[src/logic/fixed_pkg.sv]
package fixed_pkg;

	// Q16.16 samples and full-width products
	typedef logic signed [31:0] sample_t;
	typedef logic signed [63:0] product_t;

	localparam int FRAC_BITS = 16;

	localparam sample_t ONE       = 32'sh0001_0000;
	localparam sample_t HALF      = 32'sh0000_8000;
	localparam sample_t MINUS_ONE = -32'sh0001_0000;

	// weight scale 1/256 as a right shift, one more in sigmoid mode
	localparam int WEIGHT_SHIFT = 8;

	// tanh table from 0 to 4 in steps of 1/16
	localparam int TANH_ENTRIES = 65;
	localparam int TANH_FRAC_W  = 12;

	typedef logic [5:0]             tanh_idx_t;
	typedef logic [TANH_FRAC_W-1:0] tanh_frac_t;

endpackage
[src/logic/net_pkg.sv]
package net_pkg;

	// layer shape
	localparam int N_IN      = 8;
	localparam int N_OUT     = 4;
	localparam int N_WEIGHTS = N_IN * N_OUT;
	localparam int WEIGHT_AW = $clog2(N_WEIGHTS);

	// credits held at reset
	localparam int LOAD_CREDITS  = 4;
	localparam int OUT_CREDITS   = 2;
	localparam int FEAT_CREDIT_W = $clog2(N_IN + 1);
	localparam int OUT_CREDIT_W  = $clog2(OUT_CREDITS + 1);
	localparam int QUEUE_PTR_W   = $clog2(N_OUT);

	typedef logic [6:0] coef_addr_t;
	typedef logic [1:0] neuron_t;
	typedef logic [2:0] input_idx_t;
	typedef logic [2:0] queue_space_t;

	typedef enum logic [1:0] {LOAD_BIAS, LOAD_WEIGHT, LOAD_TABLE, LOAD_MODE} load_kind_e;
	typedef enum logic {ACT_TANH, ACT_SIGMOID} act_mode_e;

	// weight for input i, neuron n lives at i * N_OUT + n
	typedef struct packed {
		load_kind_e         kind;
		coef_addr_t         addr;
		fixed_pkg::sample_t data;
	} load_word_s;

	typedef struct packed {
		neuron_t            neuron;
		fixed_pkg::sample_t gain;
	} gain_word_s;

endpackage

[src/logic/tanh_interp.sv]
`timescale 1ns/1ns

module tanh_interp (
	input  logic                 clk,
	input  logic                 rst,
	input  logic                 acc_valid_i,
	input  fixed_pkg::sample_t   acc_i,
	input  net_pkg::neuron_t     acc_neuron_i,
	input  net_pkg::act_mode_e   mode_i,
	output fixed_pkg::tanh_idx_t tab_idx_o,
	input  fixed_pkg::sample_t   tab_lo_i,
	input  fixed_pkg::sample_t   tab_hi_i,
	output logic                 act_valid_o,
	output net_pkg::gain_word_s  act_word_o
);
	import fixed_pkg::*;
	import net_pkg::*;

	sample_t    scaled;
	logic [31:0] mag;
	logic       s1_valid;
	logic       s1_neg;
	logic       s1_sat;
	logic       s1_sigmoid;
	tanh_idx_t  s1_idx;
	tanh_frac_t s1_frac;
	neuron_t    s1_neuron;
	product_t   slope_prod;
	sample_t    interp;
	sample_t    tanh_val;

	// sigmoid(x) = tanh(x/2)/2 + 1/2, so halve once more here
	assign scaled = (mode_i == ACT_SIGMOID) ? (acc_i >>> (WEIGHT_SHIFT + 1))
	                                        : (acc_i >>> WEIGHT_SHIFT);
	assign mag = scaled[31] ? 32'(-scaled) : 32'(scaled);

	always_ff @(posedge clk) begin
		s1_neg     <= scaled[31];
		s1_sat     <= (mag[31:18] != '0);
		s1_idx     <= mag[17:12];
		s1_frac    <= mag[11:0];
		s1_neuron  <= acc_neuron_i;
		s1_sigmoid <= (mode_i == ACT_SIGMOID);
	end

	// lo + (hi - lo) * frac / 4096
	assign tab_idx_o  = s1_idx;
	assign slope_prod = product_t'(tab_hi_i - tab_lo_i) * product_t'(s1_frac);
	assign interp     = tab_lo_i + sample_t'(slope_prod >>> TANH_FRAC_W);

	always_comb begin
		if (s1_sat)
			tanh_val = s1_neg ? MINUS_ONE : ONE;
		else
			tanh_val = s1_neg ? -interp : interp;
	end

	always_ff @(posedge clk) begin
		act_word_o.neuron <= s1_neuron;
		act_word_o.gain   <= s1_sigmoid ? ((tanh_val >>> 1) + HALF) : tanh_val;
	end

	always_ff @(posedge clk) begin
		if (rst) begin
			s1_valid    <= 1'b0;
			act_valid_o <= 1'b0;
		end else begin
			s1_valid    <= acc_valid_i;
			act_valid_o <= s1_valid;
		end
	end

endmodule

[config.mk]
export PLATFORM = sky130hd
export DESIGN_NAME = tanh_interp
export DESIGN_NICKNAME = d
export VERILOG_FILES = /design/src/logic/fixed_pkg.sv /design/src/logic/net_pkg.sv /design/src/logic/tanh_interp.sv
export SDC_FILE = /design/constraint.sdc
export NUM_CORES = 1
export LEC_CHECK = 0
export BUFFER_PORTS_ARGS = -buffer_cell sky130_fd_sc_hd__buf_2
export CORE_ASPECT_RATIO = 0.9
export CORE_MARGIN = 8
export CORE_UTILIZATION = 30
export DETAILED_ROUTE_END_ITERATION = 10
export GPL_TIMING_DRIVEN = 0
export HOLD_SLACK_MARGIN = 0.03
export PLACE_DENSITY = 0.44
export SETUP_SLACK_MARGIN = 0.15
export SYNTH_ARGS = -nofsm -noshare
export SYNTH_HDL_FRONTEND = slang
export SYNTH_SLANG_ARGS = --single-unit
[constraint.sdc]
create_clock -name clk -period 11.3 [get_ports clk]
set_input_delay 0 -clock clk [delete_from_list [all_inputs] [get_ports clk]]
set_output_delay 0 -clock clk [all_outputs]
set_load 0.005 [all_outputs]
**Yosys cells after proc, flatten, opt, wreduce, memory -nomap -nowiden**

Cells that the tools add are included.

- Bits in registers: 59
- Bits of input ports: 102
- Output and inout port bits: 41
- Word-level logic and storage cells: 23

- Add/sub/neg operators: 5
- Multipliers: 1
- Mux-type cells: 6
- Reduce and logical (&&, ||, !) cells: 1

Operators by type and width:

| operator | count |
|---|---|
| $mux W32 | 5 |
| $mul A33 B13 Y44 | 1 |
| $sub A32 B32 Y33 | 1 |
| $add A31 B17 Y32 const B | 1 |
| $add A32 B32 Y32 | 1 |
| $neg A24 Y32 | 1 |
| $neg A32 Y32 | 1 |
| $mux W23 | 1 |
| $reduce_bool A14 Y1 | 1 |

**Depth between registers and ports, before layout**

- Depth after elaboration: 8
- Depth in mapped cells: 51
- Gate-level depth less buffers: 50

**Worst setup path after synthesis**

Ideal clock, no wire load.

- Kind: input port to flip-flop
- Start point: in tab_lo_i[1]
- End point: reg act_word_o[28] (netlist bit)
- Setup time: 132 ps
- Data arrival time: 9891 ps
- Data required time: 11168 ps
- Setup slack: 1276 ps
- Cell stages on the path: 50
- Path buffers: 2
- Cell sequence: inv_1 > ha_1 > nor2b_1 > o21ai_0 > a21boi_0 > o21ai_0 > nand2_1 > a31oi_1 > o21ai_0 > nor2_1 > nor2b_1 > o21ai_0 > nor2b_1 > xnor2_1 > clkbuf_1 > and2_1 > fa_1 > inv_1 > [14 not listed] > o21a_1 > nor2_1 > xnor2_1 > ha_1 > clkbuf_1 > nand3_1 > nor2_1 > nand2_1 > a31o_2 > a21oi_1 > xor2_1 > or3_1 > o41ai_2 > xnor2_1 > and3_1 > and4_1 > mux2i_1 > a21oi_1

- Word-level cells in the longest chain between the ends: 8

RTL lines:

| what | line | RTL |
|---|---|---|
| start: declaration | tanh_interp.sv:11 | `input fixed_pkg::sample_t tab_lo_i,` |
| $sub A32 B32 Y33 | tanh_interp.sv:48 | `assign slope_prod = product_t'(tab_hi_i - tab_lo_i) * product_t'(s1_frac);` |
| $mul A33 B13 Y44 | tanh_interp.sv:48 |  |
| $add A32 B32 Y32 (*) | tanh_interp.sv:49 | `assign interp = tab_lo_i + sample_t'(slope_prod >>> TANH_FRAC_W);` |
| $neg A32 Y32 | tanh_interp.sv:55 | `tanh_val = s1_neg ? -interp : interp;` |
| $mux W32 (*) | tanh_interp.sv:55 |  |
| $mux W32 (*) | tanh_interp.sv:52 | `if (s1_sat)` |
| $add A31 B17 Y32 | tanh_interp.sv:60 | `act_word_o.gain <= s1_sigmoid ? ((tanh_val >>> 1) + HALF) : tanh_val;` |
| $mux W32 (*) | tanh_interp.sv:60 |  |
| end: declaration | tanh_interp.sv:14 | `output net_pkg::gain_word_s act_word_o` |

Mark *: on every way between the ends. The rest lies on a longest branch, timed or not.
A chain may end at the register's enable or synchronous reset.

**Worst setup path after layout**

- Start point: in tab_lo_i[0]
- End point: reg act_word_o[28] (netlist bit)

Same word-level chain as after synthesis.

==> flow_metrics.py <==
metrics = {
    "yosys": {
        "ys_seq_elements": 59,
        "synth_top_cells_by_area": "fa_1 (34%), ha_1 (9.8%), inv_1 (9.0%)",
        "synth_top_area_share_pct": 33.52,
        "ys_types": 96,
        "syn_area_um2": 20360,
        "yosys_warnings": 0,
        "synth_edf_count": 0,
        "synth_ff_type": "dfxtp_1",
        "synth_nets": 3112,
        "synth_top_area_cell": "fa_1",
        "async_reset_ff_share_pct": 0,
        "netlist_instances": 2509,
        "synth.most_common_cell": "inv_1",
        "synth_common_cells": "inv_1 (490), fa_1 (341), nand2_1 (306), and2_1 (189), ha_1 (160)",
        "avgSynthCellArea_um2": 8.116,
        "yosysSeqAreaShare_pct": 5.800,
    },
    "floorplan": {
        "core_area_um2": 67110,
        "ios": 143,
        "die_h_um": 263.2,
        "fp.dieW_um": 290.6,
        "start_util_pct": 30.34,
        "die_area_um2": 76480,
        "rows": 90,
    },
    "clocking": {
        "h-tree-depth": 3,
        "clk_pin_slew_ns": 0.05,
        "clkLatencyLatePin_ns": 0.33,
        "clockRootBuffer": "clkbuf_16",
        "cts_tree": "built",
        "cts-buffers-inserted": 9,
        "cts_num_sinks": 59,
        "clk_path_buf_depth": 2,
    },
    "critical_path": {
        "max_stage_delay_ns": 0.57,
        "reg2reg_slack_ns": 1.04,
        "critPathSlowestCell": "fa_1",
        "worstPathMaxFanout": 10,
        "critPathCaptureType": "flop",
        "critical_path_arrival_ns": 10.93,
        "r2r_start": "s1_frac[3]",
        "crit_type": "primary input to flop",
        "critical_path_required_ns": 11.49,
        "path_depth": 46,
        "reg2regPathDepth": 35,
        "crit_start": "tab_lo_i[0]",
        "start_kind": "primary input",
        "worstReg2RegEnd": "act_word_o[28]",
        "crit_buf_inv": 9,
        "worstSetupEndpoint": "act_word_o[28]",
        "cp_top_family": "adder cells",
        "crit_top_cell": "fa_1",
    },
    "routing": {
        "vias_per_cell": 4.957,
        "totalWireLength_mm": 68.03,
        "vias": 17742,
        "drtAntennaViolNets": 0,
        "routedWlPerCell_um": 19.01,
        "wl_met3_mm": 3.874,
        "drtPass1Iterations": 5,
        "met2_wirelength_mm": 30.55,
        "top_layer": "met4",
        "drt_iter0_drc": 1158,
        "drc": 0,
        "m1WireLength_mm": 32.24,
    },
    "sta": {
        "period_needed_ns": 10.74,
        "finalCritPeriodShare_pct": 95.07,
        "finClkSkew_ns": 0.007251,
        "rsz0062_at_grt": "no",
        "layout_setup_ws_ns": 0.5567,
        "tightestPinTransition_ns": 1.197,
        "slew_headroom_pct": 20.22,
        "setup_viol": 0,
        "drv_slew": 0,
        "hold_viol": 0,
        "max_freq_mhz": 93.08,
    },
    "cells_and_area": {
        "final_net_count": 3296,
        "drive_above_1_share_pct": 12.79,
        "syn2layout_area_growth_pct": 15.18,
        "final_util_pct": 34.95,
    },
    "run_status": {
        "status": "finished, final reports clean",
    },
    "place": {
        "io_buffers": 130,
        "dp_hpwl_mm": 57.05,
        "place_ws_ns": -1.586,
        "place.gp.congestion": 0.8988,
    },
    "grt": {
        "grt_max_degree": 11,
        "gr-total-overflow": 0,
        "track_usage_pct": 17.69,
        "antenna_found_initial": 9,
        "grt_pass1_vias": 18463,
        "grt_pass1_wl_mm": 107.2,
    },
    "worst_hold_path": {
        "hold_class": "primary input to flop",
    },
    "run": {
        "maxCapViolCount": 0,
    },
}
## stage by stage
step                setup TNS (ns)  std cells  area [µm²]  hold slack, ns
global placement            -18.99       3513       22110          0.1019
detailed placement          -20.33       3513       22110          0.1052
CTS                              0       3552       22860         0.03129
floorplan                        0       2509       20360         0.02772
global route                     0       3572       23440         0.04358
finish                           0       3579       23460         0.04638
## metal layers
| metal | GRT usage (%) | vias to the layer above |
|---|---|---|
| met2 | 28.55 | 425 |
| li1 | - | 8335 |
| met1 | 25.03 | 8912 |
| met4 | 3.418 | 0 |
| met3 | 2.667 | 70 |
| met5 | 0 | - |
## flip-flops by register name, summed over array words and instances (netlist names)
| signal | cells |
|---|---|
| s1_sigmoid | 1 |
| s1_sat | 1 |
| tab_idx_o | 6 |
| act_word_o | 34 |
| s1_frac | 12 |
| s1_neg | 1 |
| s1_valid | 1 |
| s1_neuron | 2 |
| act_valid_o | 1 |
## area by class of cell
| cell class | instances | area, µm² |
|---|---|---|
| plain buffers | 109 | 494.2 |
| inverters | 493 | 1851 |
| fillers | 7150 | 43660 |
| diodes | 7 | 17.52 |
| well taps | 874 | 1094 |
| flip-flops and latches | 59 | 1181 |
| clock buffers | 12 | 256.5 |
| clock inverters | 4 | 72.57 |
| multi-input cells | 1848 | 17480 |
| repair buffers | 173 | 1013 |
## layout by cell type, fill, tap and decap left out, types with 11 or more instances in the layout
master / Yosys / layout
clkbuf_1: 94 / 69
nand2_1: 306 / 302
dlygate4sd3_1: 0 / 11
fa_1: 341 / 340
mux2_2: 16 / 16
ha_1: 160 / 157
inv_1: 490 / 490
xor2_1: 37 / 35
o21a_1: 30 / 30
xnor2_2: 0 / 15
buf_4: 0 / 33
o21ai_1: 8 / 15
nand4_1: 18 / 18
nor2b_1: 32 / 29
nand3_1: 31 / 30
dfxtp_1: 59 / 59
clkbuf_2: 1 / 18
a21o_1: 33 / 32
and2_1: 189 / 187
or3_1: 16 / 15
xnor2_1: 67 / 52
and3_1: 18 / 17
nor3_1: 32 / 30
o21ai_0: 72 / 58
o22ai_1: 15 / 15
nor2_1: 105 / 100
a21oi_1: 99 / 90
buf_2: 8 / 140
nand2b_1: 26 / 26
## worst min-delay path by stage
| stage | end | from | cells past startpoint | slack (ns) |
|---|---|---|---|---|
| after global routing | tab_idx_o[2] | acc_i[23] | 3 | 0.04 |
| after floorplan | s1_neg | acc_i[31] | 0 | 0.03 |
| after global placement | s1_neuron[0] | acc_neuron_i[0] | 1 | 0.10 |
| final | s1_frac[10] | acc_i[19] | 3 | 0.05 |
| after detailed placement | s1_neuron[0] | acc_neuron_i[0] | 1 | 0.11 |
| after CTS | s1_frac[10] | acc_i[19] | 3 | 0.03 |
## cells by family after synthesis
group           Yosys count  synth area share (%)
compound gates          405                 13.65
xor+xnor                106                 4.633
fa+ha+maj               501                 43.35
buf+inv                 602                 11.19
flops                    59                 5.800
mux                      27                 1.426
simple gates            809                 19.95
## timing repair
item	in CTS	in global routing
setup buffers	12	20
hold buffers	11	0
endpoints found under the setup margin	19	16
pin swaps	7	23
endpoints found under the hold margin	10	0
gates resized for setup	63	113
## worst register-to-register path, delay by kind of cell (launching register included)
kind                     cells  cell delay [ns]
AO/OA/AOI/OAI               11             2.84
adder cells (fa/ha/maj)      7             2.82
AND/OR/NAND/NOR              9             1.90
buffers and inverters        5             1.29
flip-flops                   1             0.72
XOR/XNOR                     2             0.36
multiplexers                 1             0.21
Power is not shown: default switching activity piles up to over one toggle a cycle in this logic, so the estimate is an artifact.
