<file path="src/logic/fixed_pkg.sv">
package fixed_pkg;

	// Q16.16 samples and full-width products
	typedef logic signed [31:0] sample_t;
	typedef logic signed [63:0] product_t;

	localparam int FRAC_BITS = 16;

	localparam sample_t ONE       = 32'sh0001_0000;
	localparam sample_t HALF      = 32'sh0000_8000;
	localparam sample_t MINUS_ONE = -32'sh0001_0000;

	// weight scale 1/256 as a right shift, one more in sigmoid mode
	localparam int WEIGHT_SHIFT = 8;

	// tanh table from 0 to 4 in steps of 1/16
	localparam int TANH_ENTRIES = 65;
	localparam int TANH_FRAC_W  = 12;

	typedef logic [5:0]             tanh_idx_t;
	typedef logic [TANH_FRAC_W-1:0] tanh_frac_t;

endpackage
</file>
<file path="src/logic/net_pkg.sv">
package net_pkg;

	// layer shape
	localparam int N_IN      = 8;
	localparam int N_OUT     = 4;
	localparam int N_WEIGHTS = N_IN * N_OUT;
	localparam int WEIGHT_AW = $clog2(N_WEIGHTS);

	// credits held at reset
	localparam int LOAD_CREDITS  = 4;
	localparam int OUT_CREDITS   = 2;
	localparam int FEAT_CREDIT_W = $clog2(N_IN + 1);
	localparam int OUT_CREDIT_W  = $clog2(OUT_CREDITS + 1);
	localparam int QUEUE_PTR_W   = $clog2(N_OUT);

	typedef logic [6:0] coef_addr_t;
	typedef logic [1:0] neuron_t;
	typedef logic [2:0] input_idx_t;
	typedef logic [2:0] queue_space_t;

	typedef enum logic [1:0] {LOAD_BIAS, LOAD_WEIGHT, LOAD_TABLE, LOAD_MODE} load_kind_e;
	typedef enum logic {ACT_TANH, ACT_SIGMOID} act_mode_e;

	// weight for input i, neuron n lives at i * N_OUT + n
	typedef struct packed {
		load_kind_e         kind;
		coef_addr_t         addr;
		fixed_pkg::sample_t data;
	} load_word_s;

	typedef struct packed {
		neuron_t            neuron;
		fixed_pkg::sample_t gain;
	} gain_word_s;

endpackage

</file>
<file path="src/logic/mac_sequencer.sv">
`timescale 1ns/1ns

module mac_sequencer (
	input  logic                  clk,
	input  logic                  rst,
	input  logic                  frame_ready_i,
	output logic                  frame_done_o,
	output net_pkg::input_idx_t   rd_idx_o,
	output net_pkg::neuron_t      bias_addr_o,
	output net_pkg::coef_addr_t   weight_addr_o,
	input  fixed_pkg::sample_t    bias_i,
	input  fixed_pkg::sample_t    weight_i,
	input  fixed_pkg::sample_t    feat_i,
	input  net_pkg::queue_space_t queue_space_i,
	output logic                  acc_valid_o,
	output fixed_pkg::sample_t    acc_o,
	output net_pkg::neuron_t      acc_neuron_o
);
	import fixed_pkg::*;
	import net_pkg::*;

	typedef enum logic [1:0] {IDLE, BIAS, ACCUM, ISSUE} state_e;

	state_e     state;
	neuron_t    neuron_q;
	input_idx_t in_idx_q;
	sample_t    acc_q;
	product_t   prod;
	logic [1:0] issue_pipe;
	logic [1:0] in_flight;
	logic       issue;

	// weight times feature, keep bits 47..16
	assign prod = product_t'(weight_i) * product_t'(feat_i);

	// issued words still inside the two-stage activation pipe
	assign in_flight = 2'(issue_pipe[0]) + 2'(issue_pipe[1]);
	assign issue     = (state == ISSUE) && (queue_space_i > {1'b0, in_flight});

	always_ff @(posedge clk) begin
		if (rst) begin
			state      <= IDLE;
			neuron_q   <= '0;
			in_idx_q   <= '0;
			issue_pipe <= '0;
		end else begin
			issue_pipe <= {issue_pipe[0], issue};
			case (state)
				IDLE: begin
					neuron_q <= '0;
					if (frame_ready_i)
						state <= BIAS;
				end
				BIAS: begin
					in_idx_q <= '0;
					state    <= ACCUM;
				end
				ACCUM: begin
					in_idx_q <= in_idx_q + 3'd1;
					if (in_idx_q == input_idx_t'(N_IN - 1))
						state <= ISSUE;
				end
				ISSUE: begin
					// stall here until the queue has room
					if (issue) begin
						neuron_q <= neuron_q + 2'd1;
						if (neuron_q == neuron_t'(N_OUT - 1))
							state <= IDLE;
						else
							state <= BIAS;
					end
				end
				default: state <= IDLE;
			endcase
		end
	end

	always_ff @(posedge clk) begin
		if (state == BIAS)
			acc_q <= bias_i;
		else if (state == ACCUM)
			acc_q <= acc_q + sample_t'(prod[47:16]);
	end

	assign rd_idx_o      = in_idx_q;
	assign bias_addr_o   = neuron_q;
	assign weight_addr_o = coef_addr_t'(in_idx_q) * coef_addr_t'(N_OUT) + coef_addr_t'(neuron_q);
	assign acc_valid_o   = issue;
	assign acc_o         = acc_q;
	assign acc_neuron_o  = neuron_q;
	assign frame_done_o  = issue && (neuron_q == neuron_t'(N_OUT - 1));

endmodule

</file>
<file path="config.mk">
export PLATFORM = sky130hd
export DESIGN_NAME = mac_sequencer
export DESIGN_NICKNAME = d
export VERILOG_FILES = /design/src/logic/fixed_pkg.sv /design/src/logic/net_pkg.sv /design/src/logic/mac_sequencer.sv
export SDC_FILE = /design/constraint.sdc
export NUM_CORES = 2
export LEC_CHECK = 0
export BUFFER_PORTS_ARGS = -buffer_cell sky130_fd_sc_hd__buf_2
export CORE_UTILIZATION = 40
export DETAILED_ROUTE_END_ITERATION = 8
export SLEW_MARGIN = 20
export SYNTH_ARGS = -nofsm -noshare
export SYNTH_HDL_FRONTEND = slang
export SYNTH_SLANG_ARGS = --single-unit
</file>
<file path="constraint.sdc">
create_clock -name clk -period 13 [get_ports clk]
set_input_delay 1.95 -clock clk [delete_from_list [all_inputs] [get_ports clk]]
set_output_delay 1.95 -clock clk [all_outputs]
set_load 0.02 [all_outputs]
</file>
# [Word level (Yosys, flattened, before mapping)]
# Index checks and enable logic that the tools add are counted.
[totals] reg_bits=41 latchBits=0 ram_bits=0 romBits=0 input_bits=102 output_inout_bits=48 wordCells=37 mem_count=0
[op_classes] addsub=5 mul=1 n_div=0 n_lt_le_gt_ge=1 eq_ne=8 shifts=0 n_mux=10 bitwise=0 reduce_logical=7
[ops] operator="two-way mux 32 bit" n=2
[ops] operator="multiplier 32 x 32 -> 48 bit" n=1
[ops] operator="adder 32 bit" n=1
[ops] operator="two-way mux 2 bit" n=4
[ops] operator="one-hot mux 2 bit (4 select lines)" n=1
[ops] operator="adder 5 x 2 -> 6 bit" n=1
[ops] operator="equality test 2 bit, second input constant" n=3
[ops] operator="inequality test 2 bit, second input constant" n=3
[ops] operator="one-hot mux 3 bit (2 select lines)" n=1
[ops] operator="one-hot mux 2 bit (2 select lines)" n=1
[ops] operator="nonzero test 2 bit" n=2
[ops] operator="adder 3 x 1 -> 3 bit, second input constant" n=1
[ops] operator="equality test 3 bit, second input constant" n=1
[ops] operator="greater-than comparator 3 x 2 -> 1 bit" n=1
[ops] operator="AND reduction 3 bit" n=1
[ops] operator="adder 1 x 1 -> 2 bit" n=1
[ops] operator="adder 2 x 1 -> 2 bit, second input constant" n=1
[ops] operator="equality test 2 x 1 -> 1 bit, second input constant" n=1
[ops] operator="logical AND 1 bit" n=2
[ops] operator="zero test 2 bit" n=1
[ops] operator="AND reduction 2 bit" n=1
[ops] operator="two-way mux 1 bit" n=1

# [Longest topological paths before layout]
[depth] ltp_word=5 depth_mapped=38 depth_no_buf=37

# [Least setup slack after synthesis]
# Ideal clock, no wire load.
[synth_timing] path_type="input to register" startpoint="input weight_i[19]" endpoint="register acc_q[31] (netlist: acc_o[31]), data pin" setup_ps=260 arrival_time_ps=10550 setup_slack_ps=2190 stages=35 path_buffers=2 path_cell_list="clkbuf_1 -> clkbuf_1 -> and2_1 -> fa_1 -> fa_1 -> inv_1 -> fa_1 -> fa_1 -> inv_1 -> fa_1 -> fa_1 -> fa_1 -> fa_1 -> ha_1 -> a21o_1 -> a21o_1 -> a21oi_1 -> o21ai_1 -> a31oi_1 -> o211ai_1 -> a31oi_1 -> inv_1 -> a21oi_1 -> xnor2_1 -> ha_1 -> nand3_1 -> inv_1 -> a311oi_1 -> o2111a_1 -> or3_4 -> o211a_4 -> o31ai_4 -> xnor2_1 -> xnor2_1 -> mux2_2"
[synth_between] elab_chain_cells=4
[synth_lines] item="from (decl)" line="mac_sequencer.sv:12" text="input fixed_pkg::sample_t weight_i,"
[synth_lines] item="multiplier 32 x 32 -> 48 bit" line="mac_sequencer.sv:34" text="assign prod = product_t'(weight_i) * product_t'(feat_i);"
[synth_lines] item="adder 32 bit" line="mac_sequencer.sv:82" text="acc_q <= acc_q + sample_t'(prod[47:16]);"
[synth_lines] item="two-way mux 32 bit" line="mac_sequencer.sv:81" text="else if (state == ACCUM)"
[synth_lines] item="two-way mux 32 bit" line="mac_sequencer.sv:79" text="if (state == BIAS)"
[synth_lines] item="to (signal assigned)" line="mac_sequencer.sv:80" text="acc_q <= bias_i;"
[synth_lines] item="to (signal assigned)" line="mac_sequencer.sv:82"
[synth_lines] item="to (decl)" line="mac_sequencer.sv:27" text="sample_t acc_q;"
# No other way between the ends. The select of a mux whose other input is x is not followed.
# A chain may end at the register's enable or synchronous reset.

# [Worst setup path after layout]
[layout_timing] startpoint="input feat_i[8]" endpoint="register acc_q[31] (netlist: acc_o[31]), data pin"
[layout_between] elab_chain_cells=4
[layout_lines] item="from (decl)" line="mac_sequencer.sv:13" text="input fixed_pkg::sample_t feat_i,"
[layout_lines] item="multiplier 32 x 32 -> 48 bit" line="mac_sequencer.sv:34"
[layout_lines] item="adder 32 bit" line="mac_sequencer.sv:82"
[layout_lines] item="two-way mux 32 bit" line="mac_sequencer.sv:81"
[layout_lines] item="two-way mux 32 bit" line="mac_sequencer.sv:79"
# No other way between the ends. The select of a mux whose other input is x is not followed.

==> flow_summary.json <==
{
  "total_iterations_of_the_first_detailed_routing_run": 5,
  "timing.final.setup_violations": 0,
  "final_min_period_over_clock_period": 0.909,
  "critical_path.most_common_cell": "sky130_fd_sc_hd__fa_1",
  "hpwlAfterDp_um": 71000,
  "postCtsSetupRepairBufs": 0,
  "rsz0062_at_grt": "no",
  "grt.overflow.total": 0,
  "cp_data_arrival_time_ns": 11.86,
  "critical_path_maximum_fanout": 32,
  "synth_cell_types": 58,
  "post-route-min-period_ns": 11.81,
  "timing.setup.tns_ns": 0,
  "slew_violations": 0,
  "layout-drive-gt1-share": 0.0557,
  "synth-main-ff-cell": "sky130_fd_sc_hd__edfxtp_1",
  "hold_class": "reg2reg",
  "critical_path_required_ns": 13.05,
  "post_drt_wl_per_cell_um": 18.8,
  "cts.sink_count": 41,
  "dieHeight_um": 285,
  "cts-buffers-inserted": 5,
  "yosysTopAreaCell": "sky130_fd_sc_hd__fa_1",
  "clock_insertion_delay_worst_skew_ns": 0.29,
  "totalWireLength_um": 84600,
  "routabilityCongestion": 0.877,
  "seq_area_frac_synth": 0.0356,
  "synth_edf_count": 32,
  "post_cts_hold_buffer_count": 0,
  "cts_tree": "yes",
  "timing.fmax_mhz": 84.7,
  "status": "completed",
  "critical_path.endpoint_type": "flop",
  "yosysWarningCount": 0,
  "timing_worst_slew_pin_value_ns": 0.854,
  "syn-cell-area_mm2": 0.0320,
  "grt_max_degree": 40,
  "die_w_um": 285,
  "initial_core_util": 0.405,
  "grt_util_all_layers": 0.221,
  "buffer_ports.inserted": 147,
  "critical-path-max-stage-delay_ns": 0.61,
  "synth_area_leaders": "sky130_fd_sc_hd__fa_1 52%, sky130_fd_sc_hd__and2_1 9.8%, sky130_fd_sc_hd__inv_1 9.4%",
  "post_synth.cell_area_avg_um2": 9.26,
  "num_io_pins": 150,
  "syn-instance-count": 3458,
  "grt_first_pass_wirelength_um": 139000,
  "netlist.area_leader.share": 0.525,
  "layout-area-overhead-vs-synth_pct": 5.12,
  "synth-async-reset-ratio": 0,
  "clock_tree.buffer_depth": 2,
  "startpoint_type": "primary input",
  "die-area_mm2": 0.0812,
  "cp_slowest_cell": "sky130_fd_sc_hd__buf_2",
  "row_count": 103,
  "via_count": 22200,
  "drtAntennaViolNets": 0,
  "drt_iter0_drc": 1211,
  "design.core.area_mm2": 0.0791,
  "final.setup_skew_ns": 0.00562,
  "total_count_of_hold_check_failures_in_the_final_report": 0,
  "cts_repair_resize_count": 0,
  "finish.net_count": 4598,
  "synth.ff_latch_count": 41,
  "antenna_found_initial": 2,
  "max_cap_violations": 0,
  "drc_errors": 0,
  "clk_pin_slew_ns": 0.06,
  "ff2ff_path_depth": 12,
  "path_class": "in2reg",
  "vias_per_cell": 4.94,
  "grt_pass1_vias": 24200,
  "clockRootBuffer": "sky130_fd_sc_hd__clkbuf_16",
  "slew_headroom": 0.431,
  "worst_hold_stages": 1,
  "number_of_levels_the_h_tree_was_split_into": 2
}
## registers in the layout, indices dropped and copies added, names as in the netlist
signal / cells
acc_o: 32
rd_idx_o: 3
acc_neuron_o: 2
issue_pipe: 2
state: 2
## critical path, delay by kind of cell
| kind | cells | cell delay, ns |
|---|---|---|
| AO/OA/AOI/OAI | 11 | 3.08 |
| XOR/XNOR | 3 | 0.36 |
| adder cells (fa/ha/maj) | 10 | 4.34 |
| buffers and inverters | 6 | 0.95 |
| multiplexers | 1 | 0.26 |
| AND/OR/NAND/NOR | 4 | 0.86 |
## kinds of logic after synthesis
family / Yosys count / synth area share
AO/OA/AOI/OAI: 212 / 0.0421
XOR/XNOR: 97 / 0.0265
adder cells (fa/ha/maj): 1048 / 0.606
buffers and inverters: 986 / 0.117
flip-flops: 41 / 0.0356
multiplexers: 6 / 0.00203
other: 1 / 0.000117
AND/OR/NAND/NOR: 1067 / 0.171
## cell usage after synthesis (25+ instances only)
cell                       number
sky130_fd_sc_hd__a21oi_1       59
sky130_fd_sc_hd__ha_1         209
sky130_fd_sc_hd__xnor2_1       72
sky130_fd_sc_hd__nor2_1        39
sky130_fd_sc_hd__xor2_1        25
sky130_fd_sc_hd__fa_1         839
sky130_fd_sc_hd__clkbuf_1     175
sky130_fd_sc_hd__o21ai_0       48
sky130_fd_sc_hd__and2_1       502
sky130_fd_sc_hd__a21o_1        26
sky130_fd_sc_hd__inv_1        802
sky130_fd_sc_hd__edfxtp_1      32
sky130_fd_sc_hd__nand2_1      438
## cells in the final DEF, fill, tap and decap left out, types with 19 or more instances in the layout
cell,instances
sky130_fd_sc_hd__edfxtp_1,32
sky130_fd_sc_hd__xor2_1,25
sky130_fd_sc_hd__ha_1,208
sky130_fd_sc_hd__o21ai_0,48
sky130_fd_sc_hd__nor2_1,39
sky130_fd_sc_hd__fa_1,839
sky130_fd_sc_hd__and2_1,502
sky130_fd_sc_hd__a21oi_1,59
sky130_fd_sc_hd__a21o_1,26
sky130_fd_sc_hd__nor2b_1,20
sky130_fd_sc_hd__nand2_1,438
sky130_fd_sc_hd__xnor2_1,72
sky130_fd_sc_hd__buf_4,19
sky130_fd_sc_hd__buf_2,147
sky130_fd_sc_hd__inv_1,802
## final timing paths
path	slack (ns)	startpoint	endpoint
worst max-delay path	1.19	feat_i[8]	acc_o[31]
worst min-delay path	0.47	issue_pipe[0]	issue_pipe[1]
worst max register to register	9.48	acc_o[0]	acc_o[30]
worst min register to register	0.47	issue_pipe[0]	issue_pipe[1]
## metal layers
| metal | track usage | vias up | wire length [um] |
|---|---|---|---|
| met3 | 0.0362 | 84 | 4990 |
| met4 | 0.0409 | 2 | 1530 |
| met2 | 0.353 | 605 | 39500 |
| met5 | 0 | - | 9 |
| li1 | - | 9963 | - |
| met1 | 0.318 | 11600 | 38600 |
## final cells by class
cell class / count / area (um^2)
fillers: 7913 / 45500
multi-input cells: 2432 / 27100
inverters: 802 / 3010
well taps: 1050 / 1310
flip-flops and latches: 41 / 1140
repair buffers: 166 / 878
clock buffers: 6 / 129
clock inverters: 2 / 33.8
diodes: 1 / 2.50
## metrics by stage
step	instances	setup WS, ns	hold WS (ns)	cell area [um^2]	util
finish	4500	1.19	0.473	33700	0.425
global route	4499	0.440	0.492	33700	0.425
CTS	4499	1.17	0.475	33700	0.425
detailed placement	4491	0.897	0.466	33500	0.423
global placement	4491	1.02	0.458	33500	0.423
floorplan	3459	2.19	0.445	32000	-
Power is not shown: default switching activity piles up to over one toggle a cycle in this logic, so the estimate is an artifact.
