==> config.mk <==
export PLATFORM = sky130hd
export DESIGN_NAME = feature_buffer
export DESIGN_NICKNAME = d
export VERILOG_FILES = /design/src/logic/fixed_pkg.sv /design/src/logic/net_pkg.sv /design/src/logic/feature_buffer.sv
export SDC_FILE = /design/constraint.sdc
export NUM_CORES = 1
export LEC_CHECK = 0
export ABC_AREA = 1
export BUFFER_PORTS_ARGS = -buffer_cell sky130_fd_sc_hd__buf_2
export CAP_MARGIN = 20
export CELL_PAD_IN_SITES_DETAIL_PLACEMENT = 1
export CELL_PAD_IN_SITES_GLOBAL_PLACEMENT = 1
export CORE_MARGIN = 2
export CORE_UTILIZATION = 45
export DETAILED_ROUTE_END_ITERATION = 16
export HOLD_SLACK_MARGIN = 0.08
export PLACE_DENSITY_LB_ADDON = 0.1
export RECOVER_POWER = 100
export SYNTH_ARGS = -nofsm -noshare
export SYNTH_HDL_FRONTEND = slang
export SYNTH_SLANG_ARGS = --single-unit
==> constraint.sdc <==
create_clock -name clk -period 3.6 [get_ports clk]
set_clock_uncertainty 0.15 [all_clocks]
set_input_delay 0.18 -clock clk [delete_from_list [all_inputs] [get_ports clk]]
set_output_delay 0.18 -clock clk [all_outputs]
set_load 0.005 [all_outputs]
==> src/logic/fixed_pkg.sv <==
package fixed_pkg;

	// Q16.16 samples and full-width products
	typedef logic signed [31:0] sample_t;
	typedef logic signed [63:0] product_t;

	localparam int FRAC_BITS = 16;

	localparam sample_t ONE       = 32'sh0001_0000;
	localparam sample_t HALF      = 32'sh0000_8000;
	localparam sample_t MINUS_ONE = -32'sh0001_0000;

	// weight scale 1/256 as a right shift, one more in sigmoid mode
	localparam int WEIGHT_SHIFT = 8;

	// tanh table from 0 to 4 in steps of 1/16
	localparam int TANH_ENTRIES = 65;
	localparam int TANH_FRAC_W  = 12;

	typedef logic [5:0]             tanh_idx_t;
	typedef logic [TANH_FRAC_W-1:0] tanh_frac_t;

endpackage
==> src/logic/net_pkg.sv <==
package net_pkg;

	// layer shape
	localparam int N_IN      = 8;
	localparam int N_OUT     = 4;
	localparam int N_WEIGHTS = N_IN * N_OUT;
	localparam int WEIGHT_AW = $clog2(N_WEIGHTS);

	// credits held at reset
	localparam int LOAD_CREDITS  = 4;
	localparam int OUT_CREDITS   = 2;
	localparam int FEAT_CREDIT_W = $clog2(N_IN + 1);
	localparam int OUT_CREDIT_W  = $clog2(OUT_CREDITS + 1);
	localparam int QUEUE_PTR_W   = $clog2(N_OUT);

	typedef logic [6:0] coef_addr_t;
	typedef logic [1:0] neuron_t;
	typedef logic [2:0] input_idx_t;
	typedef logic [2:0] queue_space_t;

	typedef enum logic [1:0] {LOAD_BIAS, LOAD_WEIGHT, LOAD_TABLE, LOAD_MODE} load_kind_e;
	typedef enum logic {ACT_TANH, ACT_SIGMOID} act_mode_e;

	// weight for input i, neuron n lives at i * N_OUT + n
	typedef struct packed {
		load_kind_e         kind;
		coef_addr_t         addr;
		fixed_pkg::sample_t data;
	} load_word_s;

	typedef struct packed {
		neuron_t            neuron;
		fixed_pkg::sample_t gain;
	} gain_word_s;

endpackage

==> src/logic/feature_buffer.sv <==
`timescale 1ns/1ns

module feature_buffer (
	input  logic                clk,
	input  logic                rst,
	input  logic                feat_valid_i,
	input  fixed_pkg::sample_t  feat_i,
	output logic                feat_credit_o,
	input  net_pkg::input_idx_t rd_idx_i,
	output fixed_pkg::sample_t  feat_o,
	output logic                frame_ready_o,
	input  logic                frame_done_i
);
	import fixed_pkg::*;
	import net_pkg::*;

	sample_t                  feat_q [N_IN];
	input_idx_t               wr_ptr;
	logic                     frame_full;
	logic [FEAT_CREDIT_W-1:0] credit_cnt;

	always_ff @(posedge clk) begin
		if (feat_valid_i)
			feat_q[wr_ptr] <= feat_i;
	end

	always_ff @(posedge clk) begin
		if (rst) begin
			wr_ptr        <= '0;
			frame_full    <= 1'b0;
			credit_cnt    <= '0;
			feat_credit_o <= 1'b0;
		end else begin
			if (feat_valid_i) begin
				wr_ptr <= wr_ptr + 3'd1;
				if (wr_ptr == input_idx_t'(N_IN - 1))
					frame_full <= 1'b1;
			end
			// frame consumed, hand all credits back one per cycle
			if (frame_done_i) begin
				frame_full <= 1'b0;
				credit_cnt <= FEAT_CREDIT_W'(N_IN);
			end else if (credit_cnt != '0) begin
				credit_cnt <= credit_cnt - 1'b1;
			end
			feat_credit_o <= (credit_cnt != '0);
		end
	end

	assign feat_o        = feat_q[rd_idx_i];
	assign frame_ready_o = frame_full;

endmodule

* After elaboration in Yosys (flattened, before gate mapping)
Memory sizes are Yosys's and may differ from the RTL's.
Index checks and enable logic that the tools add are counted.
** Storage, ports and cells
- Flip-flop bits (word level) :: 9
- Latch bits :: 0
- Bits in writable memories :: 256
- ROM bits :: 0
- Output and inout bits :: 34
- Word-level logic and storage cells :: 17
- Memories kept :: 1
** Memory list
- feat_q :: words 8, bits a word 32, rd ports 1, clocked after Yosys merged registers in 0, write ports 1, RTL line feature_buffer.sv:17 : sample_t feat_q [N_IN];
** Operators by class
- $add $sub $neg :: 2
- Multiply operators :: 0
- Divide/modulo/power cells :: 0
- $lt $le $gt $ge :: 0
- Equality and inequality tests :: 1
- Shifts and indexed selects :: 0
- Muxes and demuxes :: 4
- Bitwise operators :: 0
- Reduce and logical (&&, ||, !) cells :: 4
** Operators with widths (count)
- $mux W4 :: 2
- $reduce_bool A4 Y1 :: 1
- $sub A4 B1 Y4 const B :: 1
- $add A3 B1 Y3 const B :: 1
- $eq A3 B3 Y1 const B :: 1
- $mux W1 :: 2
- $reduce_and A2 Y1 :: 1
- $reduce_bool A2 Y1 :: 1
- $reduce_or A2 Y1 :: 1

* Depth between registers and ports, before layout
Gate-level depths: netlist of run 1.
- Depth in word-level cells :: 3
- Depth in mapped cells :: 10
- Depth with buffers taken out :: 7

* Worst setup path before layout of run 1
OpenSTA, ideal clock, no wires.
- Path kind :: register to register
- Start :: register wr_ptr[0]
- End :: memory feat_q[0][0] (netlist name) (enable)
- Setup time :: 0.421 ns
- Arrival :: 1.957 ns
- Data required time :: 3.029 ns
- Slack :: 1.072 ns
- Cell stages (with the launch flop) :: 3
- Cells stage by stage :: dfxtp_1 or2_1 nor2_1
** RTL lines
- from (decl) :: RTL line feature_buffer.sv:18 : input_idx_t wr_ptr;
- from (signal assigned) :: RTL line feature_buffer.sv:35 : wr_ptr <= wr_ptr + 3'd1;
- to (decl) :: RTL line feature_buffer.sv:17
Straight into the memory's write port.

* Final worst setup path of run 1
- Start :: register wr_ptr[1]
- End :: memory feat_q[5][13] (netlist name) (enable)
Straight into the memory's write port.

==> out/qor.csv, run 1 <==
metric;value;unit
status;complete, but fails checks;
failing checks;capacitance limit, slew limit;
Post-synth EDFFs;256;
io pins;73;
worst setup margin;0.8398;ns
Crit path largest cell delay;1.20;ns
Hold WC Path Type;input port to flip-flop;
reg2reg start;wr_ptr[1]$_SDFFE_PP0P_;
synthesized cell area;10650;um2
Psw;0.001507;W
pin count of the biggest net entering global routing;98;
clk sink count;265;
CP arrival;2.80;ns
final setup fails;0;
top cells by area, synth;edfxtp_1, nand2_1, o21ai_0;
post-synthesis sequential area ratio;0.7388;
critical path type;flip-flop to flip-flop;
crit end category;flip-flop;
GP Congestion;0.6940;
initial drt markers;343;
Final ANT Viol Nets;0;
Power Dens Cells;543.4;nW/um2
die outline width;157.8;um
r2r setup slk;0.84;ns
hold path depth;3;
vias post-DR;6993;
Setup TNS;0;ns
Fin. Hold Viols;0;
RSZ-0062 raised after global routing;no;
DP Wirelength;14.07;mm
relative slew slack;-0.1376;
Die ar.;24910;um2
CP cell instances;inv_1 -> nand2_1 -> nor2_1 -> buf_4;
share of cells above drive strength 1;0.1008;
Clock Pin Slew Worst Setup and Hold Paths;0.06;ns
fmax;362.3;MHz
gr ovfl total;0;
asr flop ratio synth;0;
fin cells;1371;
CTS root buffer;clkbuf_16;
worst vdd ir;0.0003490;V
PortBufs;72;
TritonCTS clock tree;built;
Sw Share;0.2211;
FP Rows;56;
pre-CTS setup slack;1.350;ns
leading area contributor after synthesis;edfxtp_1;
worst slew pin tran;1.700;ns
1st-pass router iterations;5;
share of total power in combinational logic;0.070;
slowest CP cell;nor2_1;
Yosys top cell area share;0.7219;
Worst Path Required;3.64;ns
Hold EP;feat_credit_o$_SDFF_PP0_;
Post-CTS Setup Repair Bufs;0;
clock buffer depth;3;
HP Start;rst;
final wirelength;25.61;mm
clock group share of total power;0.417;
r2r worst-path depth;4;
wire per inst;18.68;um
Num CTS Buffers;29;
count leader, synth;nand2_1;
syn nets;961;
CP Max Fanout;19;
final period utilization;0.7667;
Final min period;2.760;ns
area delta synth->final;17.80;%
global-route wire length before repair;39.62;mm
DRC errors left;0;
Yosys reg bits;265;
MaxCap Viol Count;2;
core outline area;23330;um2
nets@finish;1073;
Flop pwr share;0.512;
via-per-instance ratio;5.101;
Reg2Reg Capture Point;feat_q[5][13]$_DFFE_PP_;
Tot GR Track Use;0.2097;
Startpoint Class;flip-flop;
Layout fillers;2462;
Clk Latency, worst-skew pair;0.53;ns
CTS HTree Levels;1;
Placed Cells incl. Taps;1281;
Design Power;0.006817;W
YS warnings;0;
Initial Util;0.4564;
# diodes;0;
die height;157.8;um
final count of pins violating max slew;30;
P_leak;4.734;nW
vias in the first global route;7268;
Post-synth top flop;edfxtp_1;
initial antenna violation count;0;
Internal;0.005310;W
Post-Syn Instances;918;
Distinct cells, synth;19;
commonest cells in the netlist;nand2_1, edfxtp_1, nor2_1;
syn_area_per_cell;11.60;um2
through the flow:
stage | hold WS [ns] | instance area, um2 | util
final | 0.2571 | 12540 | 0.5376
after global routing | 0.2726 | 12540 | 0.5376
after CTS | 0.2418 | 12660 | 0.5426
after detailed placement | 0.2622 | 11380 | 0.4876
after global placement | 0.2610 | 11350 | 0.4864
after floorplan | 0.09907 | 10650 | -
kinds of logic after synthesis:
logic type	synth area share
buffers and inverters	0.03243
and+or+nand+nor	0.1580
adders and majority gates	0.004700
AOI/OAI and AO/OA	0.06603
DFF	0.7388
worst max-delay path by stage:
stage,depth (start not counted),endpoint,slack (ns),startpoint
2_1_floorplan,2,feat_q[0][0]$_DFFE_PP_,1.07,wr_ptr[0]$_SDFFE_PP0P_
3_3_place_gp,4,feat_q[2][9]$_DFFE_PP_,1.39,feat_valid_i
3_5_place_dp,4,feat_q[2][9]$_DFFE_PP_,1.35,feat_valid_i
4_1_cts,5,feat_q[2][14]$_DFFE_PP_,1.37,feat_valid_i
5_1_grt,7,feat_o[1],0.66,rd_idx_i[0]
6_report,4,feat_q[5][13]$_DFFE_PP_,0.84,wr_ptr[1]$_SDFFE_PP0P_
area by class of cell:
type / count / area [um2] / area share
sequential: 265 / 7868 / 0.6272
multi-input combinational: 591 / 2446 / 0.1950
timing repair buffer: 129 / 853.3 / 0.06802
clock buffer: 33 / 740.7 / 0.05905
tap: 319 / 399.1 / 0.03182
clock inverter: 20 / 182.7 / 0.01456
inverter: 14 / 55.05 / 0.004389
cells in the final DEF (no fill, tap or decap), drive strengths merged:
cell / instances
nand2: 367
edfxtp: 256
o21ai: 133
nor2: 77
clkbuf: 73
buf: 53
dlygate4sd3: 36
inv: 14
clkinv: 12
dfxtp: 9
a21oi: 6
clkinvlp: 5
ha: 4
bufinv: 3
nand3: 2
or2: 1
a211oi: 1
state kept, by name, summed over array words and instances (netlist names):
register       count
wr_ptr             3
feat_q           256
frame_ready_o      1
feat_credit_o      1
credit_cnt         4
power groups by stage:
stage	Combinational, W	Sequential [W]	Clock, W
after floorplan	0.000265	0.00355	0
after global placement	0.000457	0.00355	0
after detailed placement	0.000471	0.00356	0
after CTS	0.000506	0.00349	0.00291
after global routing	0.000541	0.00350	0.00302
final	0.000478	0.00349	0.00285
worst max-delay path: cells and delay by family, from the launching register on:
kind	cells	cell delay (ns)
DFF	1	0.33
buffers and inverters	2	0.62
and+or+nand+nor	2	1.31
repair_timing:
item	in CTS	in global routing
hold buffers	36	0
endpoints found under the setup margin	0	0
hold endpoints to repair	265	0
resized for setup	0	0
per-layer routing:
layer / vias to the layer above / routed length, um / GRT usage
met5: - / 0 / 0
met4: 0 / 557 / 0.06017
met3: 41 / 805 / 0.02765
met2: 119 / 12680 / 0.3627
met1: 3478 / 11570 / 0.2781
li1: 3355 / - / -
(Power assumes the default switching activity.)
==> inputs of run 2 (changes only) <==
Settings changed: CORE_UTILIZATION 45 to 44.
Clock period 3.6 ns to 2.4 ns, I/O delays scaled along.
==> run 2 against run 1 <==
  * The flow now finishes without violations
  * Combinational power up 54%
  * Routed wire length down 0.38%
  * Clock power up 43%
  * Total power grew 47%
  * Final cell count is the same
  * Core utilization down 0.43 points
  * Non-clock buffer count rose by 3
  * Die area up 2.2%
==> out/qor.csv, run 2 (same netlist as run 1, synthesis figures left out) <==
metric;value;unit
status;complete, no violations;
Top Registers;feat_q (256), credit_cnt (4), wr_ptr (3);
CTS HTree Levels;1;
RSZ-0062 raised after global routing;no;
most common cell after layout, fill and taps aside;nand2_1;
# diodes;0;
TritonCTS clock tree;built;
via-per-instance ratio;5.152;
DP Wirelength;13.70;mm
final wirelength;25.51;mm
initial antenna violation count;0;
fin cells;1371;
nets@finish;1075;
hold path depth;3;
clock buffer depth;3;
GP Congestion;0.6955;
Power Dens Cells;797.4;nW/um2
MaxCap Viol Count;0;
relative slew slack;0.3897;
design area;12590;um2
Final Util;0.5334;
final setup fails;0;
PortBufs;72;
final period utilization;0.8556;
vias in the first global route;7360;
clk sink count;265;
P_leak;4.740;nW
worst vdd ir;0.0005663;V
Placed Instance Area;11470;um2
Fin. Hold Viols;0;
wire per inst;18.61;um
Top delay family on crit path;buffers and inverters;
Layout fillers;2496;
worst slew pin tran;0.9155;ns
largest reg by FF count;feat_q;
Worst Path Required;2.40;ns
Post-CTS Setup Repair Bufs;0;
Reg2Reg Capture Point;feat_q[3][7]$_DFFE_PP_;
CP Max Fanout;32;
FP Rows;56;
area of the multi-input gates;2496;um2
r2r setup slk;0.35;ns
CTS root buffer;clkbuf_16;
reg2reg start;wr_ptr[0]$_SDFFE_PP0P_;
Final min period;2.053;ns
Startpoint Class;flip-flop;
Design Power;0.01004;W
HP Start;rst;
DRC errors left;0;
fmax;487.0;MHz
commonest non-fill, non-tap cells in the layout;nand2_1, edfxtp_1, o21ai_0;
initial drt markers;423;
share of cells above drive strength 1;0.09791;
io pins;73;
slowest CP cell;buf_2;
Tot GR Track Use;0.2025;
pin count of the biggest net entering global routing;99;
Largest register FFs;256;
gr ovfl total;0;
area delta synth->final;18.27;%
global-route wire length before repair;40.20;mm
Clock Pin Slew Worst Setup and Hold Paths;0.06;ns
Hold WC Path Type;input port to flip-flop;
Final ANT Viol Nets;0;
critical path type;flip-flop to flip-flop;
vias post-DR;7063;
die outline width;159.6;um
Buf/Inv on CP;1;
CP cell instances;nand2_1 -> nor2_4 -> buf_2;
crit end category;flip-flop;
Clk Latency, worst-skew pair;0.53;ns
final count of pins violating max slew;0;
Crit path largest cell delay;0.72;ns
1st-pass router iterations;5;
Num CTS Buffers;28;
die height;159.6;um
Placed Cells incl. Taps;1285;
CP arrival;2.05;ns
Initial Util;0.4510;
Hold EP;feat_credit_o$_SDFF_PP0_;
r2r worst-path depth;3;
Die ar.;25460;um2
register area;7868;um2
core outline area;23610;um2
Setup TNS;0;ns
[run 2: cell count changes in the layout (fill, tap and decap cells not counted), moves of 2 or more]
| cell | previous run | this run |
|---|---|---|
| clkinvlp_4 | 5 | 0 |
| clkbuf_1 | 40 | 42 |
| o21ai_1 | 39 | 44 |
| clkbuf_2 | 3 | 5 |
| buf_12 | 1 | 6 |
| o21ai_0 | 94 | 89 |
| nor2_1 | 75 | 69 |
| buf_4 | 13 | 9 |
| clkinv_2 | 8 | 2 |
| clkinv_1 | 4 | 11 |
| nor2_4 | 1 | 8 |
[run 2: worst register-to-register path, stage by stage (launching register included)]
cell and delay [ns]:
dfxtp_1 0.37, nand2_1 0.26, nor2_4 0.17, buf_2 0.72
[run 2: per-stage QoR]
step           hold slack, ns  setup WS, ns
6_report               0.1910        0.3466
4_1_cts                0.1787        0.5141
5_1_grt                0.2103        0.2037
2_1_floorplan         0.03907       -0.1280
3_5_place_dp           0.1983        0.5151
3_3_place_gp           0.1879        0.5513
[run 2: layout make-up]
class	count	share of cell area
clock buffers	34	0.05911
clock inverters	16	0.009537
inverters	14	0.004371
multi-input cells	591	0.1982
flip-flops and latches	265	0.6247
well taps	319	0.03169
repair buffers	132	0.07242
[run 2: per-layer routing]
metal | wire length, um | up-vias | share of wire | track usage
li1 | - | 3360 | - | -
met1 | 11040 | 3520 | 0.43 | 0.2630
met2 | 12800 | 139 | 0.50 | 0.3575
met3 | 1189 | 44 | 0.047 | 0.02970
met4 | 473 | 0 | 0.019 | 0.05165
met5 | 0 | - | 0 | 0
[run 2: worst max path at each step]
| stage | from | to | slack (ns) | cells past startpoint |
|---|---|---|---|---|
| floorplan | wr_ptr[0]$_SDFFE_PP0P_ | feat_q[0][0]$_DFFE_PP_ | -0.13 | 2 |
| global placement | rd_idx_i[0] | feat_o[21] | 0.55 | 10 |
| detailed placement | rd_idx_i[0] | feat_o[20] | 0.52 | 10 |
| CTS | rd_idx_i[0] | feat_o[20] | 0.51 | 10 |
| global route | feat_valid_i | feat_q[2][28]$_DFFE_PP_ | 0.20 | 6 |
| finish | wr_ptr[0]$_SDFFE_PP0P_ | feat_q[3][7]$_DFFE_PP_ | 0.35 | 3 |
[run 2: power by group]
part           internal, W  total, W  switching (W)
combinational     0.000242  0.000736       0.000494
sequential         0.00521   0.00524      0.0000329
clock              0.00239   0.00407        0.00167
[run 2: repair_timing]
| action | in CTS | in global routing |
|---|---|---|
| gates resized for setup | 0 | 0 |
| hold buffers | 36 | 0 |
| hold endpoints to repair | 265 | 0 |
==> inputs of run 3 (changes only) <==
Settings changed: CORE_UTILIZATION 44 to 45.
Clock period 2.4 ns to 2.2 ns, I/O delays scaled along.
==> run 3 against run 2 <==
  * Non-clock buffer count shrank 1
  * Critical path depth is the same
  * Via count shrank 0.91%
  * Core utilization grew 1.3 points
  * First-iteration DRC count shrank 9.9%
  * Sequential power grew 9.0%
  * Worst hold slack lost 0.015 ns
  * Sequential cell count is the same
  * Sequential share of layout area shrank 0.72 points
  * Routed wire length shrank 1.2%
  * Largest power group unchanged
  * Highest routed layer unchanged
==> out/qor.csv, run 3 (same netlist as run 1, synthesis figures left out) <==
metric;value;unit
final count of pins violating max slew;0;
hold slack;0.1762;ns
wire per inst;18.38;um
nets@finish;1074;
Clk Latency, worst-skew pair;0.53;ns
initial antenna violation count;0;
reg2reg start;wr_ptr[0]$_SDFFE_PP0P_;
RSZ-0062 raised after global routing;no;
die height;157.8;um
share of cells above drive strength 1;0.1121;
Final min period;1.911;ns
largest reg by FF count;feat_q;
r2r setup slk;0.29;ns
Largest register FFs;256;
met3 Use GR;0.02820;
crit end category;flip-flop;
final wirelength;25.21;mm
1st-pass router iterations;4;
Layout fillers;2479;
GP Congestion;0.7039;
Final ANT Viol Nets;0;
Worst Path Required;2.21;ns
area delta synth->final;19.66;%
commonest non-fill, non-tap cells in the layout;nand2_1, edfxtp_1, o21ai_0;
M2 GR Usage;0.3725;
CP arrival;1.92;ns
clk sink count;265;
Power Dens Cells;906.6;nW/um2
met1 Usage GRT;0.2794;
worst vdd ir;0.0007996;V
CTS HTree Levels;1;
vias in the first global route;7509;
Initial Util;0.4564;
P_leak;4.827;nW
fmax;523.2;MHz
Setup crit start;wr_ptr[0]$_SDFFE_PP0P_;
MaxCap Viol Count;0;
Clock Pin Slew Worst Setup and Hold Paths;0.06;ns
final period utilization;0.8688;
Num CTS Buffers;28;
relative slew slack;0.4809;
initial drt markers;381;
Hold WC Path Type;input port to flip-flop;
hold buffer count at cts;36;
DRC errors left;0;
worst slew pin tran;0.7787;ns
# diodes;0;
clock buffer depth;3;
via-per-instance ratio;5.101;
FP Rows;56;
most common cell after layout, fill and taps aside;nand2_1;
CP Max Fanout;20;
vias post-DR;6999;
DP Wirelength;13.44;mm
Post-CTS Setup Repair Bufs;0;
Final Util;0.5461;
die outline width;157.8;um
final setup fails;0;
global-route wire length before repair;40.40;mm
critical path type;flip-flop to flip-flop;
Fin. Hold Viols;0;
Design Power;0.01155;W
status;complete, no violations;
TritonCTS clock tree;built;
io pins;73;
cts repair resizes;0;
HP Start;rst;
Top Registers;feat_q (256), credit_cnt (4), wr_ptr (3);
Tot GR Track Use;0.2118;
Die ar.;24910;um2
gr ovfl total;0;
PortBufs;72;
pin count of the biggest net entering global routing;129;
core outline area;23330;um2
busiest grt layer;met2;
CTS root buffer;clkbuf_16;
Startpoint Class;flip-flop;
==> run 3: critical path: stages, from the launching register on <==
cell and delay (ns):
dfxtp_1 0.37, nand2_1 0.23, nor2_4 0.15, clkbuf_2 0.62
==> run 3: path summary, 6_finish.rpt <==
check,to,cells after the start
hold reg to reg,credit_cnt[0]$_SDFFE_PP0P_,1
hold / removal,feat_credit_o$_SDFF_PP0_,3
setup reg to reg,feat_q[7][8]$_DFFE_PP_,3
setup / recovery,feat_q[7][8]$_DFFE_PP_,3
==> run 3: per-stage QoR <==
| stage | instances | TNS [ns] | worst slack, ns | instance area, um2 |
|---|---|---|---|---|
| after detailed placement | 1284 | 0 | 0.4676 | 11480 |
| final | 1372 | 0 | 0.2887 | 12740 |
| after floorplan | 918 | -41.98 | -0.3280 | 10660 |
| after CTS | 1372 | 0 | 0.3572 | 12840 |
| after global routing | 1372 | 0 | 0.1710 | 12740 |
| after global placement | 1284 | 0 | 0.5352 | 11480 |
==> run 3: report_power, final <==
group	total, W	switching (W)	internal (W)
clock	0.00504	0.00192	0.00312
combinational	0.000801	0.000535	0.000266
sequential	0.00571	0.0000347	0.00568
total	0.0116	0.00249	0.00907
==> run 3: cell type report <==
cell class | count | area (um2) | area share
clock buffers | 34 | 785.8 | 0.06167
clock inverters | 18 | 219.0 | 0.01718
inverters | 14 | 55.05 | 0.004321
multi-input cells | 591 | 2481 | 0.1947
flip-flops and latches | 265 | 7868 | 0.6174
well taps | 319 | 399.1 | 0.03132
repair buffers | 131 | 934.6 | 0.07335
==> run 3: layer usage <==
layer | share of wire | vias up
met4 | 0.020 | 0
met2 | 0.50 | 123
met1 | 0.44 | 3473
li1 | - | 3362
met3 | 0.039 | 41
met5 | 0 | -
